<file path="src/logic/mem_macros.svh">
// Size constants for the memory subsystem, included by every file that uses a MEM_ macro
`ifndef MEM_MACROS_SVH
`define MEM_MACROS_SVH

// Word address and data widths
`define MEM_AN 24
`define MEM_DN 16

// Clients on the arbiter, external port is client 0
`define MEM_IN 2

// Words moved per granted burst
`define MEM_BURST 8

// RAM size as a power of two, addresses wrap at the depth
`define MEM_DEPTH_LOG2 8
`define MEM_DEPTH (1 << `MEM_DEPTH_LOG2)

`endif

</file>
<file path="src/logic/mem_pkg.sv">
// Types shared by the memory subsystem, referenced by scoped name from each module
`include "mem_macros.svh"

package mem_pkg;

typedef logic [`MEM_AN-1:0] addr_t;
typedef logic [`MEM_DN-1:0] data_t;

// One bit per client, one-hot where it means a grant
typedef logic [`MEM_IN-1:0] client_t;

// Word index inside a burst
typedef logic [$clog2(`MEM_BURST)-1:0] beat_t;

// Command a client presents with its req
typedef struct packed {
	logic wr;
	addr_t addr;
	data_t data;
} mem_req_t;

// Built-in test sequencer
typedef enum logic [2:0] {
	test_idle,
	test_write,
	test_read,
	test_next,
	test_done
} test_state_t;

endpackage

</file>
<file path="src/logic/burst_counter.sv">
// Beat counter for one burst, used by the memory controller and the test client
`timescale 1ns/10ps
`include "mem_macros.svh"

module burst_counter (
	input logic CLOCK_50,
	input logic reset,
	input logic start,
	input logic step,
	output mem_pkg::beat_t beat,
	output logic busy,
	output logic last
);

assign last = busy && (beat == mem_pkg::beat_t'(`MEM_BURST - 1));

// Start wins over step, so a new burst can begin on the last beat
always_ff @(posedge CLOCK_50) begin
	if (reset) begin
		beat <= '0;
		busy <= 1'b0;
	end else if (start) begin
		beat <= '0;
		busy <= 1'b1;
	end else if (step && busy) begin
		// Wraps back to zero after the last beat
		beat <= beat + 1'b1;
		if (last)
			busy <= 1'b0;
	end
end

endmodule

</file>
<file path="src/logic/memory_ctrl.sv">
// On-chip burst RAM with a clear sweep after reset, serving one arbitrated client at a time
`timescale 1ns/10ps
`include "mem_macros.svh"

module memory_ctrl (
	input logic CLOCK_50,
	input logic reset,
	input logic req,
	input mem_pkg::mem_req_t cmd,
	output logic ack,
	output logic done,
	output logic rvalid,
	output mem_pkg::data_t rdata,
	output logic ready
);

localparam int AW = `MEM_DEPTH_LOG2;

mem_pkg::data_t ram [`MEM_DEPTH];

logic clearing;
logic [AW-1:0] clear_addr;
logic [AW-1:0] wr_addr;
logic [AW-1:0] rd_addr;
mem_pkg::addr_t wr_base;
mem_pkg::addr_t rd_base;

logic seq_start;
logic wr_ack;
logic rd_ack;
mem_pkg::beat_t seq_beat;
logic seq_busy;
logic seq_last;
mem_pkg::beat_t rd_beat;
logic rd_busy;
logic rd_last;

// Write burst takes one setup cycle, then one word per ack
assign seq_start = ready && req && cmd.wr && !seq_busy;
assign wr_ack = ready && req && cmd.wr && seq_busy;
// A read is taken whole once the previous one is on its last word
assign rd_ack = ready && req && !cmd.wr && !seq_busy && (!rd_busy || rd_last);

assign ack = wr_ack || rd_ack;
assign done = (wr_ack && seq_last) || rd_ack;

assign wr_addr = wr_base[AW-1:0] + AW'(seq_beat);
assign rd_addr = rd_base[AW-1:0] + AW'(rd_beat);

burst_counter seq_cnt (
	.CLOCK_50(CLOCK_50),
	.reset(reset),
	.start(seq_start),
	.step(wr_ack),
	.beat(seq_beat),
	.busy(seq_busy),
	.last(seq_last)
);

// Paces the read stream, one address per cycle
burst_counter rd_cnt (
	.CLOCK_50(CLOCK_50),
	.reset(reset),
	.start(rd_ack),
	.step(rd_busy),
	.beat(rd_beat),
	.busy(rd_busy),
	.last(rd_last)
);

always_ff @(posedge CLOCK_50) begin
	if (seq_start)
		wr_base <= cmd.addr;
	if (rd_ack)
		rd_base <= cmd.addr;
end

// Clear sweep has the write port until ready
always_ff @(posedge CLOCK_50) begin
	if (clearing)
		ram[clear_addr] <= '0;
	else if (wr_ack)
		ram[wr_addr] <= cmd.data;
	rdata <= ram[rd_addr];
end

always_ff @(posedge CLOCK_50) begin
	if (reset) begin
		clearing <= 1'b1;
		clear_addr <= '0;
		ready <= 1'b0;
		rvalid <= 1'b0;
	end else begin
		rvalid <= rd_busy;
		if (clearing) begin
			clear_addr <= clear_addr + 1'b1;
			if (clear_addr == '1) begin
				clearing <= 1'b0;
				ready <= 1'b1;
			end
		end
	end
end

endmodule

</file>
<file path="config.mk">
export PLATFORM = sky130hd
export DESIGN_NAME = memory_ctrl
export DESIGN_NICKNAME = d
export VERILOG_FILES = /design/src/logic/mem_pkg.sv /design/src/logic/burst_counter.sv /design/src/logic/memory_ctrl.sv
export VERILOG_INCLUDE_DIRS = /design/src /design/src/logic
export SDC_FILE = /design/constraint.sdc
export NUM_CORES = 2
export LEC_CHECK = 0
export BUFFER_PORTS_ARGS = -buffer_cell sky130_fd_sc_hd__buf_4
export CAP_MARGIN = 20
export CELL_PAD_IN_SITES_DETAIL_PLACEMENT = 1
export CELL_PAD_IN_SITES_GLOBAL_PLACEMENT = 1
export CORE_AREA = 2 2 569 571
export DETAILED_ROUTE_END_ITERATION = 16
export DIE_AREA = 0 0 571 573
export PLACE_DENSITY = 0.67
export SKIP_LAST_GASP = 1
export SLEW_MARGIN = 20
export SYNTH_ARGS = -nofsm -noshare
export SYNTH_HDL_FRONTEND = slang
export SYNTH_SLANG_ARGS = --single-unit
export TNS_END_PERCENT = 1
</file>
<file path="constraint.sdc">
create_clock -name CLOCK_50 -period 12.6 [get_ports CLOCK_50]
set_clock_uncertainty 0.05 [all_clocks]
set_input_delay 2.52 -clock CLOCK_50 [delete_from_list [all_inputs] [get_ports CLOCK_50]]
set_output_delay 2.52 -clock CLOCK_50 [all_outputs]
set_load 0.02 [all_outputs]
</file>
# Yosys cells after proc, flatten, opt, wreduce, memory -nomap -nowiden
# Memories as Yosys holds them, arrays and structs flattened. A register that Yosys moved wholly into a read port is not among the register bits.
# Cells that the tools add are included.
[op_classes]
n_shift = 0
eq_ne = 3
reduce_logical = 24
div = 0
muxes = 16
n_mul = 0
magnitude_cmp = 0
add_sub_neg = 5
bitwise_logic = 0
[ops]
columns = ["op", "count"]
rows = [
  ["adder 8 x 3 -> 8 bit", 2],
  ["two-way mux 16 bit", 1],
  ["OR reduction 16 bit", 1],
  ["two-way mux 1 bit", 14],
  ["logical AND 1 bit", 11],
  ["adder 8 x 1 -> 8 bit (second input constant)", 1],
  ["equality test 8 bit (second input constant)", 1],
  ["two-way mux 8 bit", 1],
  ["adder 3 x 1 -> 3 bit (second input constant)", 2],
  ["equality test 3 bit (second input constant)", 2],
  ["AND reduction 2 bit", 2],
  ["nonzero test 2 bit", 2],
  ["OR reduction 2 bit", 2],
  ["logical NOT 1 bit", 3],
  ["logical OR 1 bit", 3],
]
[totals]
mem_bits_rw = 4096
reg_bits = 35
latchBits = 0
rom_bits = 0
in_bits = 44
output_inout_bits = 20
mem_count = 1
[mem_list]
columns = ["name", "depth", "word_bits", "read_ports", "rd_clocked_by_memory_dff", "write_ports", "line", "text"]
rows = [
  ["ram", 256, 16, 1, 1, 1, "memory_ctrl.sv:19", "mem_pkg::data_t ram [`MEM_DEPTH];"],
]

# Depth between registers and ports, before layout
[logic_depth]
word_depth = 8
depth_mapped = 12
depth_no_buf = 10

# Modules after synthesis
# Synthesis repeated with hierarchy kept, for this count alone.
[unflattened]
cells_unflattened = 6611
hier_area_um2 = 158774.8
[modules_own_cells]
columns = ["mod", "seq_area_each_um2", "area_per_inst_um2", "instances", "cells_per_inst"]
rows = [
  ["memory_ctrl", 124018.9, 158376.9, 1, 6573],
  ["burst_counter", 80.1, 198.9, 2, 19],
]

# Worst setup path after synthesis
# OpenSTA, ideal clock, no wires.
[synth_path]
path_kind = "input -> register"
start = "input cmd[40] in the netlist's numbering"
end = "memory ram[0][10] in the netlist's numbering, data pin"
cell_stages = 5
arrival_ps = 6707
required_time_ps = 11680
slack_ps = 4973
n_path_buf = 2
path_cell_list = "nand4_1 nor2_1 clkbuf_1 clkbuf_1 and2_1"
[synth_between]
elab_chain_len = 7
[synth_rtl]
columns = ["item", "line", "text"]
rows = [
  ["from (decl)", "memory_ctrl.sv:9", "input mem_pkg::mem_req_t cmd,"],
  ["logical AND 1 bit (2 in series)", "memory_ctrl.sv:40", "assign wr_ack = ready && req && cmd.wr && seq_busy;"],
  ["two-way mux 1 bit", "memory_ctrl.sv:82", "else if (wr_ack)"],
  ["two-way mux 1 bit", "memory_ctrl.sv:80", "if (clearing)"],
  ["two-way mux 1 bit (implied by the code)", "memory_ctrl.sv:83", "ram[wr_addr] <= cmd.data;"],
  ["OR reduction 16 bit (no source line)", "--", ""],
  ["two-way mux 16 bit (no source line)", "--", ""],
  ["to (decl)", "memory_ctrl.sv:19", ""],
]
# Every way passes these cells.

# Final worst setup path
[layout_path]
start = "register rd_cnt.beat[0]"
end = "register rdata[3] (read register of ram)"
[layout_between]
elab_chain_len = 1
[layout_rtl]
columns = ["item", "line", "text"]
rows = [
  ["from (decl)", "burst_counter.sv:10", "output mem_pkg::beat_t beat,"],
  ["from (signal assigned)", "burst_counter.sv:27", "beat <= beat + 1'b1;"],
  ["adder 8 x 3 -> 8 bit", "memory_ctrl.sv:48", "assign rd_addr = rd_base[AW-1:0] + AW'(rd_beat);"],
  ["to (decl)", "memory_ctrl.sv:13", "output mem_pkg::data_t rdata,"],
]
# Every way passes these cells.
# A chain may end at the register's enable or synchronous reset.

==> flow_summary.toml <==
[global_routing]
grt_pass1_vias = 82160
grt_first_pass_wirelength_mm = 612.5
grt_overflow = 0
grtUsageTotal_pct = 26.06
antenna_found_initial = 16
grt_start_max_net_pins = 193

[power_and_ir_drop]
p_per_area_mw_per_mm2 = 150.5
leakage_nw = 61.63
ir_drop_uv = 125.6

[logic_synthesis]
synth_most_common_cell = "edfxtp_1"
ys_async_sr_fraction_pct = 0
ys.flop_type = "edfxtp_1"
yosysSeqAreaShare_pct = 77.64
synth_area_leader_cell = "edfxtp_1"
synth_top_cells_by_count = "edfxtp_1 (4112), mux4_2 (1024), nand2_1 (556), nor2_1 (278), clkbuf_1 (275)"
post_synth_num_cell_types = 45
yosysWarnings = 0
syn_area_per_cell_um2 = 21.44
ys_ff_latch = 4147
synth_top_area_share_pct = 77.20
synth.area.top_cells = "edfxtp_1 (77%), mux4_2 (14%), a311oi_1 (1.4%)"
synth_edf_count = 4112
synth_nets = 7516
syn-instance-count = 7459
netlist_area_mm2 = 0.1599

[drt]
drc_errors = 0
viasPerCell = 6.293
drtAntennaViolNets = 0
initialDrtViolationCount = 9146
routed_wl_mm = 426.3
routedWlPerCell_um = 33.97
vias = 78960
drtPass1Iterations = 8

[die]
die_w_um = 571
dieArea_mm2 = 0.3272
io_pins = 64
start_util_pct = 49.93
rows = 208
coreArea_mm2 = 0.3204
die_y_um = 573

[sta]
fin_ws_ns = 6.057
finalCritPeriodShare_pct = 51.93
fmax_mhz = 152.8
fin_setup_tns_ns = 0
whs_ns = 0.4547
setup-violations-final = 0
layout_min_cycle_time_ns = 6.543
worstMarginPinSlew_ns = 1.280
hold_violations = 0
slew_headroom_pct = 14.08
grt_setup_unrepaired = "false"
report.final.slew_viol_count = 0

[placed_design]
pre_cts_slack_ns = 5.728
dpl.hpwl_mm = 245.1
gp_congestion = 0.8235
portBuffers = 47
placed_area_mm2 = 0.1675

[setup_path]
critical_path_arrival_ns = 7.19
crit_required_ns = 13.25
crit_fanout = 103
crit_path_end_kind = "flop"
slowest_stage = "fa_4"
cp_cell_sequence = "ha_4 > inv_1 > fa_4 > buf_4 > buf_12 > mux4_2 > and2_1 > a211oi_1 > a311oi_1 > o41ai_2 > nand4_1"
slowest_delay_ns = 1.34
crit_type = "flop to flop"
start_kind = "flop"

[run]
cap_violations = 0

[final_layout]
final_nets = 7936
fill_cells = 26890
drive_gt1_share_pct = 26.44
syn_to_final_growth_pct = 13.27
multi_input_area_mm2 = 0.03425
seqCellArea_mm2 = 0.1242
post-route-util_pct = 56.55
final_area_mm2 = 0.1812

[clock_tree]
cts_max_level = 5
cts_hold_buf = 0
post_cts_resized = 0
cts_setup_buffers = 0
clock_path_buffers = 4
clock-sinks = 4147
clkLatencyLatePin_ns = 0.98
cts-root-buf = "clkbuf_16"
numCtsBuffers = 421
clk_pin_slew_worst_paths_ns = 0.07
cts_tree = "yes"

[hold_path]
min_path_type = "flop to flop"

[status]
status = "finished clean"
-- state kept, by name, summed over array words and instances, names as in the netlist --
signal	flops
rd_base	8
clearing	1
wr_base	8
seq_cnt.beat	3
rvalid	1
clear_addr	8
rdata	16
ready	1
rd_cnt.beat	3
ram	4096
seq_cnt.busy	1
rd_cnt.busy	1
-- metal layers --
metal	track usage (%)	wire [um]	up-vias
met5	0	56	-
met4	8.860	14740	8
met3	3.766	28970	648
met2	41.12	206300	3027
met1	37.62	176200	43150
li1	-	-	32130
-- placed cells by master, fill, tap and decap left out, types with 9 or more instances in the layout --
| cell type | synthesis | layout |
|---|---|---|
| edfxtp_1 | 4112 | 4112 |
| mux4_2 | 1024 | 1024 |
| nand2_1 | 556 | 540 |
| buf_4 | 6 | 430 |
| clkbuf_16 | 0 | 429 |
| nor2_1 | 278 | 263 |
| and2_1 | 272 | 256 |
| a211oi_1 | 255 | 255 |
| a311oi_1 | 254 | 245 |
| clkbuf_1 | 275 | 95 |
| clkinv_2 | 0 | 92 |
| clkinv_1 | 0 | 91 |
| dfxtp_1 | 35 | 35 |
| bufinv_16 | 0 | 32 |
| o41ai_1 | 63 | 29 |
| o41ai_2 | 0 | 27 |
| buf_12 | 0 | 23 |
| nand4_1 | 22 | 22 |
| and2_4 | 0 | 16 |
| nand2_2 | 0 | 15 |
| inv_1 | 12 | 12 |
| diode_2 | 0 | 11 |
| nor2_2 | 0 | 11 |
| xor2_1 | 10 | 10 |
| ha_1 | 11 | 10 |
| o21ai_0 | 9 | 9 |
| a311oi_2 | 0 | 9 |
-- final cells by class --
| type | instances | share of cell area [%] |
|---|---|---|
| well taps | 4305 | 2.973 |
| clock inverters | 244 | 1.251 |
| repair buffers | 460 | 2.115 |
| flip-flops and latches | 4147 | 68.54 |
| inverters | 12 | 0.02486 |
| clock buffers | 531 | 6.175 |
| diodes | 11 | 0.01519 |
| multi-input cells | 2837 | 18.90 |
-- path summary, 6_finish.rpt --
| check | slack, ns | start | cells past startpoint | endpoint |
|---|---|---|---|---|
| worst max register to register | 6.06 | rd_cnt.beat[0] | 11 | rdata[3] |
| worst min-delay path | 0.45 | seq_cnt.beat[2] | 2 | seq_cnt.beat[2] |
| worst max-delay path | 6.06 | rd_cnt.beat[0] | 11 | rdata[3] |
| worst min register to register | 0.45 | seq_cnt.beat[2] | 2 | seq_cnt.beat[2] |
-- power breakdown --
group | switching [mW] | internal, mW | leakage, nW
sequential | 0.00561 | 14.9 | 42.9
combinational | 0.0667 | 0.0205 | 12.1
clock | 5.28 | 6.95 | 6.60
total | 5.35 | 21.9 | 61.6
-- kinds of logic after synthesis --
kind of cell,count (synthesis),share of synthesized area (%)
flops,4147,77.64
simple gates,1162,3.230
mux,1030,14.46
compound gates,612,3.102
buf+inv,475,1.342
xor+xnor,20,0.1189
fa+ha+maj,13,0.1111
-- worst max-delay path: cells and delay by family, from the launching register on --
kind                     cells  cell delay [ns]
buffers and inverters        3             1.34
adder cells (fa/ha/maj)      2             1.50
AO/OA/AOI/OAI                3             1.61
AND/OR/NAND/NOR              2             0.65
flip-flops                   1             0.42
multiplexers                 1             0.41
-- metrics by stage --
stage / std cells / total power [mW]
global placement: 11760 / 15.33
detailed placement: 11760 / 15.34
global route: 12540 / 27.91
floorplan: 7459 / 15.27
finish: 12550 / 27.27
CTS: 12530 / 27.45
Power figures use the tool's default switching activity.
